==> src/rtl/dac_pkg.sv <==
package dac_pkg;

   // Frame and channel geometry
   localparam int FRAME_BITS = 32;
   localparam int VALUE_BITS = 12;
   localparam int N_CHANNELS = 4;

   // System clock cycles per half period of sck
   localparam int SCK_HALF = 2;

   // Frames buffered between builder and transmitter
   localparam int FIFO_DEPTH = 8;

   // Shortest clear pulse taken as a device reset
   localparam int CLR_MIN_CYCLES = 10;

   // DAC code and the two 4-bit frame fields
   typedef logic [VALUE_BITS-1:0] dac_value_t;
   typedef logic [3:0] dac_cmd_t;
   typedef logic [3:0] dac_addr_t;

   // Write to input register and update output, the only command accepted
   localparam dac_cmd_t CMD_WRITE_UPDATE = 4'b0011;
   // Address that selects all four channels at once
   localparam dac_addr_t ADDR_ALL = 4'b1111;

   // One frame, first field goes out first, each field MSB first
   typedef struct packed {
      logic [7:0] lead;
      dac_cmd_t   command;
      dac_addr_t  address;
      dac_value_t value;
      logic [3:0] tail;
   } dac_frame_t;

   // Host request, one mask bit per channel A to D
   typedef struct packed {
      logic [N_CHANNELS-1:0] chan_mask;
      dac_value_t            value;
   } dac_request_t;

   // Sticky receiver error flags
   typedef struct packed {
      logic not_cleared;
      logic bad_count;
      logic bad_address;
      logic bad_command;
   } rx_status_t;

   // Channel registers, A at index 0
   typedef dac_value_t [N_CHANNELS-1:0] dac_channels_t;

endpackage

==> src/rtl/dac_frame_builder.sv <==
`timescale 1ns/1ps

module dac_frame_builder
   import dac_pkg::*;
(
   input  logic         DAC_CS,
   input  logic         rst_n,
   input  logic         req_valid,
   input  dac_request_t req,
   input  logic         fifo_full,
   output logic         push,
   output dac_frame_t   frame,
   output logic         busy
);

   // Channels still waiting for their frame
   logic [N_CHANNELS-1:0] mask_q;
   logic [N_CHANNELS-1:0] mask_next;
   // Code of the request being served
   dac_value_t value_q;
   // Full mask goes out as one broadcast frame
   logic broadcast_q;
   logic active_q;
   dac_addr_t addr;
   logic last;

   // Address of the lowest pending channel
   function automatic dac_addr_t lowest_addr(input logic [N_CHANNELS-1:0] m);
      dac_addr_t a;
      a = '0;
      // Scan downwards so the lowest set bit wins
      for (int i = N_CHANNELS - 1; i >= 0; i--) begin
         if (m[i]) begin
            a = dac_addr_t'(i);
         end
      end
      return a;
   endfunction

   // Drop the lowest set bit once its frame is pushed
   assign mask_next = mask_q & (mask_q - {{(N_CHANNELS-1){1'b0}}, 1'b1});
   assign addr = broadcast_q ? ADDR_ALL : lowest_addr(mask_q);
   // Broadcast is always a single frame
   assign last = broadcast_q || (mask_next == '0);

   // One frame per cycle unless the FIFO is full
   assign push = active_q && !fifo_full;
   assign busy = active_q;

   // Don't-care fields go out as zeros
   assign frame = '{lead: '0, command: CMD_WRITE_UPDATE, address: addr,
                    value: value_q, tail: '0};

   always_ff @(posedge DAC_CS or negedge rst_n) begin
      if (!rst_n) begin
         active_q    <= 1'b0;
         mask_q      <= '0;
         broadcast_q <= 1'b0;
      end else if (!active_q) begin
         // Empty mask is ignored
         if (req_valid && (req.chan_mask != '0)) begin
            active_q    <= 1'b1;
            mask_q      <= req.chan_mask;
            broadcast_q <= &req.chan_mask;
         end
      end else if (push) begin
         mask_q <= mask_next;
         if (last) begin
            active_q <= 1'b0;
         end
      end
   end

   // Value latched with the request
   always_ff @(posedge DAC_CS) begin
      if (req_valid && !active_q) begin
         value_q <= req.value;
      end
   end

   // Stalled frame waits unchanged until the FIFO has room
   a_hold_when_full: assert property (@(posedge DAC_CS) disable iff (!rst_n)
      (busy && fifo_full) |=> (busy && $stable(frame)));

endmodule

==> src/rtl/dac_frame_rx.sv <==
`timescale 1ns/1ps

module dac_frame_rx
   import dac_pkg::*;
(
   input  logic          DAC_CS,
   input  logic          rst_n,
   input  logic          dac_sck,
   input  logic          dac_cs_n,
   input  logic          dac_mosi,
   input  logic          dac_clr_n,
   output dac_channels_t channels,
   output rx_status_t    status,
   output logic          frame_done
);

   // Bus pins sampled together
   typedef struct packed {
      logic sck;
      logic cs_n;
      logic mosi;
      logic clr_n;
   } bus_t;

   // Idle levels of the pins
   localparam bus_t BUS_IDLE = '{sck: 1'b0, cs_n: 1'b1, mosi: 1'b0, clr_n: 1'b1};
   // Bit count saturates one past a full frame
   localparam int CNT_BITS = $clog2(FRAME_BITS + 2);
   localparam int CLR_BITS = $clog2(CLR_MIN_CYCLES + 1);

   // Two synchronizing stages, then the previous value for edges
   bus_t meta_q;
   bus_t sync_q;
   bus_t prev_q;

   logic sck_rise;
   logic cs_rise;
   logic cs_fall;
   logic clr_rise;
   logic clr_valid;

   logic [CNT_BITS-1:0] bit_cnt_q;
   logic [FRAME_BITS-1:0] rx_shift_q;
   dac_frame_t rx_frame;

   // Length of the current clear pulse
   logic [CLR_BITS-1:0] clr_cnt_q;
   logic cleared_q;

   logic count_ok;
   logic addr_all;
   logic addr_ok;
   logic cmd_ok;
   logic write_en;

   always_ff @(posedge DAC_CS or negedge rst_n) begin
      if (!rst_n) begin
         meta_q <= BUS_IDLE;
         sync_q <= BUS_IDLE;
         prev_q <= BUS_IDLE;
      end else begin
         meta_q <= '{sck: dac_sck, cs_n: dac_cs_n, mosi: dac_mosi, clr_n: dac_clr_n};
         sync_q <= meta_q;
         prev_q <= sync_q;
      end
   end

   // Edges in the system clock domain
   // sck only counts inside a chip-select window
   assign sck_rise = sync_q.sck & ~prev_q.sck & ~sync_q.cs_n;
   assign cs_rise  = sync_q.cs_n & ~prev_q.cs_n;
   assign cs_fall  = ~sync_q.cs_n & prev_q.cs_n;
   assign clr_rise = sync_q.clr_n & ~prev_q.clr_n;

   // Clear counts only if it stayed low long enough
   assign clr_valid = clr_rise && (clr_cnt_q == CLR_BITS'(CLR_MIN_CYCLES));

   always_ff @(posedge DAC_CS or negedge rst_n) begin
      if (!rst_n) begin
         bit_cnt_q <= '0;
      end else if (cs_fall) begin
         bit_cnt_q <= '0;
      end else if (sck_rise && (bit_cnt_q != CNT_BITS'(FRAME_BITS + 1))) begin
         bit_cnt_q <= bit_cnt_q + CNT_BITS'(1);
      end
   end

   // Shift in MSB first, last 32 bits are kept
   always_ff @(posedge DAC_CS) begin
      if (sck_rise) begin
         rx_shift_q <= {rx_shift_q[FRAME_BITS-2:0], sync_q.mosi};
      end
   end

   assign rx_frame = rx_shift_q;

   always_ff @(posedge DAC_CS or negedge rst_n) begin
      if (!rst_n) begin
         clr_cnt_q <= '0;
         cleared_q <= 1'b0;
      end else begin
         // Measure low time, saturating at the minimum
         if (sync_q.clr_n) begin
            clr_cnt_q <= '0;
         end else if (clr_cnt_q != CLR_BITS'(CLR_MIN_CYCLES)) begin
            clr_cnt_q <= clr_cnt_q + CLR_BITS'(1);
         end
         if (clr_valid) begin
            cleared_q <= 1'b1;
         end
      end
   end

   // Frame checks
   assign count_ok = (bit_cnt_q == CNT_BITS'(FRAME_BITS));
   assign addr_all = (rx_frame.address == ADDR_ALL);
   assign addr_ok  = addr_all || (rx_frame.address < dac_addr_t'(N_CHANNELS));
   assign cmd_ok   = (rx_frame.command == CMD_WRITE_UPDATE);
   assign write_en = cs_rise && cleared_q && count_ok && addr_ok && cmd_ok;

   always_ff @(posedge DAC_CS or negedge rst_n) begin
      if (!rst_n) begin
         frame_done <= 1'b0;
         status     <= '0;
      end else begin
         frame_done <= cs_rise;
         if (cs_rise) begin
            // Uncleared device ignores the frame
            if (!cleared_q) begin
               status.not_cleared <= 1'b1;
            end else if (!count_ok) begin
               // Fields are meaningless with a wrong count
               status.bad_count <= 1'b1;
            end else begin
               if (!addr_ok) begin
                  status.bad_address <= 1'b1;
               end
               if (!cmd_ok) begin
                  status.bad_command <= 1'b1;
               end
            end
         end
      end
   end

   always_ff @(posedge DAC_CS or negedge rst_n) begin
      if (!rst_n) begin
         channels <= '0;
      end else if (clr_valid) begin
         channels <= '0;
      end else if (write_en) begin
         // Broadcast hits every channel
         for (int i = 0; i < N_CHANNELS; i++) begin
            if (addr_all || (rx_frame.address == dac_addr_t'(i))) begin
               channels[i] <= rx_frame.value;
            end
         end
      end
   end

   // Verdict only after the pin-level window closed, three cycles back
   a_judge_after_window: assert property (@(posedge DAC_CS) disable iff (!rst_n)
      frame_done |-> $past(dac_cs_n, 3));

endmodule

==> src/rtl/dac_spi_top.sv <==
`timescale 1ns/1ps

module dac_spi_top
   import dac_pkg::*;
(
   input  logic          DAC_CS,
   input  logic          rst_n,
   input  logic          req_valid,
   input  dac_request_t  req,
   input  logic          dac_sck,
   input  logic          dac_cs_n,
   input  logic          dac_mosi,
   input  logic          dac_clr_n,
   output logic          busy,
   output logic          spi_sck,
   output logic          spi_mosi,
   output logic          spi_cs_n,
   output dac_channels_t channels,
   output rx_status_t    status,
   output logic          frame_done
);

   // Builder to FIFO
   logic       fifo_push;
   dac_frame_t push_frame;
   logic       fifo_full;

   // FIFO to transmitter
   logic       fifo_pop;
   logic       fifo_not_empty;
   dac_frame_t head_frame;

   // Requests become frames
   dac_frame_builder u_dac_frame_builder (
      .DAC_CS    (DAC_CS),
      .rst_n     (rst_n),
      .req_valid (req_valid),
      .req       (req),
      .fifo_full (fifo_full),
      .push      (fifo_push),
      .frame     (push_frame),
      .busy      (busy)
   );

   frame_fifo #(
      .payload_t (dac_frame_t),
      .depth     (FIFO_DEPTH)
   ) u_frame_fifo (
      .DAC_CS    (DAC_CS),
      .rst_n     (rst_n),
      .push      (fifo_push),
      .push_data (push_frame),
      .pop       (fifo_pop),
      .head      (head_frame),
      .not_empty (fifo_not_empty),
      .full      (fifo_full)
   );

   // Controller bus pins
   spi_frame_tx u_spi_frame_tx (
      .DAC_CS    (DAC_CS),
      .rst_n     (rst_n),
      .not_empty (fifo_not_empty),
      .head      (head_frame),
      .pop       (fifo_pop),
      .spi_sck   (spi_sck),
      .spi_mosi  (spi_mosi),
      .spi_cs_n  (spi_cs_n)
   );

   // DAC model on its own input pins
   dac_frame_rx u_dac_frame_rx (
      .DAC_CS     (DAC_CS),
      .rst_n      (rst_n),
      .dac_sck    (dac_sck),
      .dac_cs_n   (dac_cs_n),
      .dac_mosi   (dac_mosi),
      .dac_clr_n  (dac_clr_n),
      .channels   (channels),
      .status     (status),
      .frame_done (frame_done)
   );

endmodule

==> src/rtl/frame_fifo.sv <==
`timescale 1ns/1ps

module frame_fifo #(
   parameter type payload_t = logic [7:0],
   parameter int  depth     = 4
) (
   input  logic     DAC_CS,
   input  logic     rst_n,
   input  logic     push,
   input  payload_t push_data,
   input  logic     pop,
   output payload_t head,
   output logic     not_empty,
   output logic     full
);

   // Pointer and occupancy widths
   localparam int PTR_BITS = (depth > 1) ? $clog2(depth) : 1;
   localparam int CNT_BITS = $clog2(depth + 1);

   // Storage
   payload_t mem [depth];

   logic [PTR_BITS-1:0] wr_ptr_q;
   logic [PTR_BITS-1:0] rd_ptr_q;
   logic [CNT_BITS-1:0] count_q;

   // Wrap at depth, which need not be a power of two
   function automatic logic [PTR_BITS-1:0] next_ptr(input logic [PTR_BITS-1:0] p);
      if (p == PTR_BITS'(depth - 1)) begin
         return '0;
      end
      return p + PTR_BITS'(1);
   endfunction

   always_ff @(posedge DAC_CS or negedge rst_n) begin
      if (!rst_n) begin
         wr_ptr_q <= '0;
         rd_ptr_q <= '0;
         count_q  <= '0;
      end else begin
         if (push) begin
            wr_ptr_q <= next_ptr(wr_ptr_q);
         end
         if (pop) begin
            rd_ptr_q <= next_ptr(rd_ptr_q);
         end
         // Simultaneous push and pop keeps the count
         case ({push, pop})
            2'b10:   count_q <= count_q + CNT_BITS'(1);
            2'b01:   count_q <= count_q - CNT_BITS'(1);
            default: count_q <= count_q;
         endcase
      end
   end

   always_ff @(posedge DAC_CS) begin
      if (push) begin
         mem[wr_ptr_q] <= push_data;
      end
   end

   // Head visible the cycle after the first write
   assign head      = mem[rd_ptr_q];
   assign not_empty = (count_q != '0);
   assign full      = (count_q == CNT_BITS'(depth));

   // Writer respects full
   a_no_overflow: assert property (@(posedge DAC_CS) disable iff (!rst_n)
      push |-> !full);
   // Reader respects empty
   a_no_underflow: assert property (@(posedge DAC_CS) disable iff (!rst_n)
      pop |-> not_empty);

endmodule

==> src/rtl/spi_frame_tx.sv <==
`timescale 1ns/1ps

module spi_frame_tx
   import dac_pkg::*;
(
   input  logic       DAC_CS,
   input  logic       rst_n,
   input  logic       not_empty,
   input  dac_frame_t head,
   output logic       pop,
   output logic       spi_sck,
   output logic       spi_mosi,
   output logic       spi_cs_n
);

   // Half-period divider and bit counter widths
   localparam int DIV_BITS = (SCK_HALF > 1) ? $clog2(SCK_HALF) : 1;
   localparam int CNT_BITS = $clog2(FRAME_BITS);

   typedef enum logic [1:0] {
      TX_IDLE,
      TX_SHIFT,
      TX_GAP
   } tx_state_t;

   tx_state_t state_q;
   // Frame being sent, MSB on the wire
   logic [FRAME_BITS-1:0] shift_q;
   logic [DIV_BITS-1:0] div_q;
   // Bits sent in shift, idle cycles in gap
   logic [CNT_BITS-1:0] bit_cnt_q;
   logic sck_q;
   logic cs_n_q;
   logic half_end;

   // Take a frame only between frames
   assign pop = (state_q == TX_IDLE) && not_empty;
   assign half_end = (div_q == DIV_BITS'(SCK_HALF - 1));

   assign spi_sck  = sck_q;
   assign spi_cs_n = cs_n_q;
   assign spi_mosi = shift_q[FRAME_BITS-1];

   always_ff @(posedge DAC_CS or negedge rst_n) begin
      if (!rst_n) begin
         state_q   <= TX_IDLE;
         shift_q   <= '0;
         div_q     <= '0;
         bit_cnt_q <= '0;
         sck_q     <= 1'b0;
         cs_n_q    <= 1'b1;
      end else begin
         case (state_q)
            TX_IDLE: begin
               // Chip select falls with the first bit already on mosi
               if (pop) begin
                  state_q   <= TX_SHIFT;
                  shift_q   <= head;
                  div_q     <= '0;
                  bit_cnt_q <= '0;
                  sck_q     <= 1'b0;
                  cs_n_q    <= 1'b0;
               end
            end
            TX_SHIFT: begin
               if (half_end) begin
                  div_q <= '0;
                  sck_q <= ~sck_q;
                  // Falling edge moves to the next bit
                  if (sck_q) begin
                     shift_q <= {shift_q[FRAME_BITS-2:0], 1'b0};
                     if (bit_cnt_q == CNT_BITS'(FRAME_BITS - 1)) begin
                        state_q   <= TX_GAP;
                        bit_cnt_q <= '0;
                     end else begin
                        bit_cnt_q <= bit_cnt_q + CNT_BITS'(1);
                     end
                  end
               end else begin
                  div_q <= div_q + DIV_BITS'(1);
               end
            end
            TX_GAP: begin
               // cs_n rises one cycle after the last falling edge
               cs_n_q    <= 1'b1;
               bit_cnt_q <= bit_cnt_q + CNT_BITS'(1);
               // Keep cs_n high a full sck period before the next frame
               if (bit_cnt_q == CNT_BITS'(2 * SCK_HALF)) begin
                  state_q <= TX_IDLE;
               end
            end
            default: begin
               state_q <= TX_IDLE;
            end
         endcase
      end
   end

   // Data only moves on falling edges
   a_mosi_stable: assert property (@(posedge DAC_CS) disable iff (!rst_n)
      (!spi_cs_n && spi_sck && $past(spi_sck)) |-> $stable(spi_mosi));

endmodule

==> config.mk <==
export PLATFORM = sky130hd
export DESIGN_NAME = dac_spi_top
export DESIGN_NICKNAME = d
export VERILOG_FILES = /design/src/rtl/dac_pkg.sv /design/src/rtl/dac_frame_builder.sv /design/src/rtl/dac_frame_rx.sv /design/src/rtl/dac_spi_top.sv /design/src/rtl/frame_fifo.sv /design/src/rtl/spi_frame_tx.sv
export SDC_FILE = /design/constraint.sdc
export NUM_CORES = 1
export LEC_CHECK = 0
export BUFFER_PORTS_ARGS = -buffer_cell sky130_fd_sc_hd__buf_2
export CAP_MARGIN = 15
export CORE_MARGIN = 2
export CORE_UTILIZATION = 50
export CTS_BUF_LIST = sky130_fd_sc_hd__clkbuf_8
export DETAILED_ROUTE_END_ITERATION = 8
export GPL_TIMING_DRIVEN = 0
export HOLD_SLACK_MARGIN = 0.08
export PLACE_DENSITY = 0.64
export RECOVER_POWER = 50
export SLEW_MARGIN = 0
export SYNTH_ARGS = -nofsm -noshare
export SYNTH_HDL_FRONTEND = slang
export SYNTH_SLANG_ARGS = --single-unit
==> constraint.sdc <==
create_clock -name DAC_CS -period 7.2 [get_ports DAC_CS]
set_input_delay 1.44 -clock DAC_CS [delete_from_list [all_inputs] [get_ports DAC_CS]]
set_output_delay 1.44 -clock DAC_CS [all_outputs]
set_load 0.005 [all_outputs]
**After elaboration in Yosys (flattened, before gate mapping)**

Memory sizes are Yosys's and may differ from the RTL's.
Cells that the tools add are included.

- Bits in registers: 169
- Latch bits: 0
- RAM bits: 128
- Bits in read-only memories: 0
- Input bits: 23
- Output and inout bits: 57
- Memories kept: 1

Memories:

| memory | depth | bits a word | rd ports | clocked after Yosys merged registers in | wr ports | line | source |
|---|---|---|---|---|---|---|---|
| u_frame_fifo.mem | 8 | 16 | 1 | 0 | 1 | frame_fifo.sv:22 | `payload_t mem [depth];` |

- Add/subtract/negate cells: 9
- Multiply operators: 0
- Div/mod/pow operators: 0
- Order comparisons: 1
- Equality and inequality tests: 24
- Shift-type cells: 0
- Muxes and demuxes: 54
- Bitwise logic cells: 16
- Reduce and logical (&&, ||, !) cells: 52

Operators with widths:

| operator | count |
|---|---|
| two-way mux 32 bit | 3 |
| two-way mux 48 bit | 2 |
| one-hot mux 32 bit (2 select lines) | 1 |
| two-way mux 12 bit | 4 |
| two-way mux 4 bit | 9 |
| nonzero test 2 bit | 11 |
| two-way mux 5 bit | 4 |
| AND reduction 4 bit | 5 |
| AND reduction 2 bit | 9 |
| one-hot mux 5 bit (3 select lines) | 1 |
| two-way mux 1 bit | 13 |
| equality test 4 x 2 -> 1 bit, second input constant | 3 |
| equality test 4 bit, second input constant | 3 |
| two-way mux 2 bit | 6 |
| two-way mux 3 bit | 4 |
| two-way mux 6 bit | 2 |
| logical AND 1 bit | 10 |
| != test 2 x 1 -> 1 bit, second input constant | 5 |
| inverter 1 bit | 10 |
| adder 4 x 1 -> 4 bit, second input constant | 2 |
| logical NOT 4 bit | 2 |
| one-hot mux 4 bit (2 select lines) | 1 |
| nonzero test 4 bit | 2 |
| subtractor 4 x 1 -> 4 bit, second input constant | 2 |
| other kinds (25) | 42 |

**Depth between registers and ports, before layout**

- Word-level depth: 8
- Mapped depth: 11

**Cells and area by module**

Synthesis repeated with hierarchy kept, for this count alone.

- Cells, all modules: 951
- Area total of the unflattened synthesis: 17065.1 um^2

By module, submodules not included:

| module | times used | cells each | area each (um^2) | sequential area each (um^2) |
|---|---|---|---|---|
| frame_fifo | 1 | 428 | 10217.3 | 7937.6 |
| dac_frame_rx | 1 | 252 | 3744.8 | 2605.0 |
| spi_frame_tx | 1 | 203 | 2237.1 | 1052.3 |
| dac_frame_builder | 1 | 68 | 865.8 | 510.5 |

**Least setup slack after synthesis**

No wires, ideal clock.

- Path type: register to register
- Start point: register u_frame_fifo.count_q[3]
- End point: memory u_frame_fifo.mem[0][0] (netlist name) (enable)
- Library setup time: 426 ps
- Arrival time: 2497 ps
- Setup slack: 4277 ps
- Stages on the path, launching flop included: 6
- Period minus slack after synthesis: 2923 ps
- Path through: dfrtp_1 > nor4b_1 > nor2b_1 > inv_1 > buf_2 > nor4_1

- Word-level cells in the longest chain between the ends: 5

RTL lines:

| item | line | source |
|---|---|---|
| from (decl) | frame_fifo.sv:26 | `logic [CNT_BITS-1:0] count_q;` |
| from (signal assigned) | frame_fifo.sv:50 | `2'b10: count_q <= count_q + CNT_BITS'(1);` |
| from (signal assigned) | frame_fifo.sv:51 | `2'b01: count_q <= count_q - CNT_BITS'(1);` |
| from (signal assigned) | frame_fifo.sv:52 | `default: count_q <= count_q;` |
| equality test 4 bit | frame_fifo.sv:66 | `assign full = (count_q == CNT_BITS'(depth));` |
| logical NOT 1 bit | dac_frame_builder.sv:47 | `assign push = active_q && !fifo_full;` |
| logical AND 1 bit | dac_frame_builder.sv:47 |  |
| two-way mux 1 bit | frame_fifo.sv:58 | `if (push) begin` |
| two-way mux 1 bit (not written as such) | frame_fifo.sv:59 | `mem[wr_ptr_q] <= push_data;` |
| to (decl) | frame_fifo.sv:22 |  |

Every way passes these cells.

==> flow_metrics.tcl <==
set metrics [dict create \
    status "finished with violations" \
    violations "max-capacitance violations, max-slew violations" \
    vias_per_cell 5.53 \
    grt_pass1_wl_um 36000 \
    dpl.hpwl_um 15100 \
    row_count 55 \
    syn_inst 719 \
    clockBufferDepth 3 \
    path_clk_slew_ns 0.05 \
    fin_setup_tns_ns 0 \
    cp.buffers_inverters 1 \
    die_h_um 156 \
    hold_path.class "reg2reg" \
    final_util_pct 58.8 \
    path_max_fanout 63 \
    p_leak_nw 5.62 \
    worst_slew_pin_slew_ns 3.42 \
    grt_pass1_vias 6806 \
    seq_power_share_pct 54.5 \
    maxCapViolCount 1 \
    power_frac_comb_pct 10.7 \
    crit_required_ns 7.07 \
    drive_above_1_share_pct 23.4 \
    synth_cell_types 61 \
    slowest_delay_ns 2.36 \
    fin_area_sq_um 13300 \
    cts_tree "done" \
    slew_headroom_pct -128 \
    clock-sinks 285 \
    synth.avg_cell_area_sq_um 16.0 \
    nFillCells 1732 \
    worstPathCellList "clkbuf_1" \
    finalCritPeriodShare_pct 55.6 \
    rsz0062_at_grt "no" \
    cts_inserted_buffers 47 \
    wire_per_inst_um 18.9 \
    drt_wl_total_um 22300 \
    drt_iter0_markers 325 \
    crit_family "buffers and inverters" \
    dieArea_sq_um 24200 \
    endpoint_kind "async pin" \
    start_util_pct 50.9 \
    io_pins 80 \
    synth-main-ff-cell "edfxtp_1" \
    place_area_sq_um 12400 \
    clkLatencyLatePin_ns 0.55 \
    crit_type "in2async" \
    synth_seq_area_share_pct 69.0 \
    cts-resized-gates 0 \
    p_int_mw 2.79 \
    vias 6526 \
    critPathArrivalTime_ns 3.87 \
    diodes 0 \
    power_density_nw_per_um2 283 \
    antenna_left 0 \
    io_buffers 79 \
    cp.depth 1 \
    slew_viol_final 63 \
    cts_hold_buf 0 \
    p_sw_mw 0.967 \
    die_w_um 156 \
    antenna_found_initial 0 \
    holdPathStages 0 \
    ir_worst_vdd_mv 0.174 \
    fin_nets 902 \
    synth_edf_count 156 \
    cp-start-kind "input port" \
    ys_ff_latch 285 \
    r2r_cells 9 \
    holdWs_ns 0.346 \
    first_pass_iters 5 \
    yosysWarnings 0 \
    htree_num_levels 2 \
    overflow 0 \
    synth_nets 763 \
    period_minus_slack_ns 4.00 \
    async_flop_share_pct 45.3 \
    core-area_sq_um 22600 \
    finalHoldViolCount 0 \
    postCtsSetupRepairBufs 0 \
    grt.total_usage_pct 18.9 \
    fin_skew_ns 0.0245 \
    fmaxAchievable_mhz 250 \
    crit_slowest_cell "clkbuf_1" \
    p_clk_share_pct 34.8 \
    drc 0 \
    synth_area_sq_um 11500 \
    swShare_pct 25.7 \
    setup_viol 0 \
    root_buffer "clkbuf_8" \
    gp_congestion 0.866 \
    grt_max_degree 68 \
    area_growth_pct 15.6 \
]
cells in the final DEF (no fill, tap or decap), drive strengths merged, types with 2 or more instances in the layout:
cell type    n
xor2         4
nor2        18
edfxtp     156
or3          4
and4         4
o21a         2
and3b        2
buf        111
nand3        8
xnor2        5
o211a        2
nor4         4
and2         2
mux2        16
a22o        50
nor2b        8
a21oi       10
ha          20
mux4        30
nand2       69
o21ai       33
and3         2
dfstp        7
o31ai        4
nor4b        2
nand4        3
a31oi        3
clkbuf      60
o2bb2ai      2
a21o         4
dfrtp      122
or2          2
clkinv      14
mux2i       31
nand2b       9
inv         46
a211oi       3
a22oi        2
nor3         7
state kept, by name, summed over array words and instances, names as in the netlist, 3 cells and up:
signal and flops:
u_frame_fifo.rd_ptr_q 3, u_dac_frame_rx.clr_cnt_q 4, u_frame_fifo.wr_ptr_q 3, u_frame_fifo.count_q 4, u_spi_frame_tx.shift_q 28, u_dac_frame_rx.rx_frame 24, u_spi_frame_tx.bit_cnt_q 5, u_dac_frame_rx.channels 48
u_frame_fifo.mem 120, u_dac_frame_rx.prev_q 3, u_dac_frame_builder.mask_q 4, u_dac_frame_rx.meta_q 4, u_dac_frame_rx.sync_q 4, u_dac_frame_rx.status 4, u_dac_frame_rx.bit_cnt_q 6, u_dac_frame_builder.value_q 12
cell usage after synthesis (3+ instances only):
cell        n  area share, %
dfstp_2     7            1.6
clkbuf_1    7           0.23
buf_6       6           0.59
o31ai_1     4           0.26
a21oi_1    10           0.44
buf_2       8           0.35
nand2_1    69            2.3
and4_1      4           0.30
nor2_1     18           0.59
o21ai_1    12           0.52
buf_4       6           0.39
mux2_2     16            1.6
xor2_1      4           0.30
mux4_2      4           0.78
nand3_1     8           0.35
ha_1       20            2.2
nor3_1      7           0.30
nor2b_1     8           0.44
a31oi_1     3           0.16
buf_1       3          0.098
or3_1       4           0.22
a22o_1     50            3.8
mux2i_1    31            2.7
a21o_1      4           0.26
dfrtp_1   122             27
o21ai_0    21           0.92
mux4_1     26            5.9
nor4_1      3           0.16
inv_1      24           0.78
xnor2_1     5           0.38
nand2b_1    9           0.49
edfxtp_1  156             41
nand4_1     3           0.16
routing by layer:
| metal | part of all wire, % | GRT usage, % | vias to the layer above |
|---|---|---|---|
| li1 | - | - | 3038 |
| met1 | 44 | 24.4 | 3302 |
| met2 | 50 | 32.9 | 157 |
| met3 | 4.4 | 3.81 | 29 |
| met4 | 1.5 | 4.76 | 0 |
| met5 | 0 | 0 | - |
kinds of logic after synthesis:
kind of cell,count (synthesis),synth area share (%)
DFF,285,69.0
and+or+nand+nor,148,6.55
adders and majority gates,22,2.44
AOI/OAI and AO/OA,123,7.89
buffers and inverters,55,2.47
xor gates and xnor gates,9,0.686
muxes,77,11.0
cell type report:
cell class	instances	area (sq um)	share of cell area, %
Inverter	25	93.8	0.707
Multi-Input combinational cell	379	3300	24.8
Timing Repair Buffer	90	542	4.08
Sequential cell	285	7920	59.7
Clock buffer	51	702	5.29
Tap cell	285	357	2.69
Buffer	30	186	1.40
Clock inverter	36	178	1.34
per-stage QoR:
step,instances,worst slack (ns),total power [mW]
after CTS,1181,4.12,3.80
after global placement,1083,2.51,2.42
after global routing,1181,2.47,3.94
final,1181,3.20,3.76
after detailed placement,1094,3.74,2.49
after floorplan,719,4.28,2.30
power by group through the flow:
stage | registers, mW | logic (mW) | clock network (mW)
CTS | 2.05 | 0.411 | 1.34
global placement | 2.07 | 0.356 | 0
global route | 2.07 | 0.450 | 1.42
floorplan | 2.04 | 0.255 | 0
detailed placement | 2.08 | 0.409 | 0
finish | 2.05 | 0.402 | 1.31
path summary, 6_finish.rpt:
path                                               end                      from  slack (ns)
min                           u_dac_frame_rx.sync_q[3]  u_dac_frame_rx.meta_q[3]        0.35
min reg2reg                   u_dac_frame_rx.sync_q[3]  u_dac_frame_rx.meta_q[3]        0.35
max                        u_dac_frame_rx.channels[17]                     rst_n        3.20
max reg2reg                    u_frame_fifo.count_q[3]   u_frame_fifo.count_q[1]        4.09
min in group asynchronous  u_dac_frame_rx.channels[35]                     rst_n        2.07
max in group DAC_CS            u_frame_fifo.count_q[3]   u_frame_fifo.count_q[1]        4.09
No activity file was read; power rests on OpenSTA's default activity.
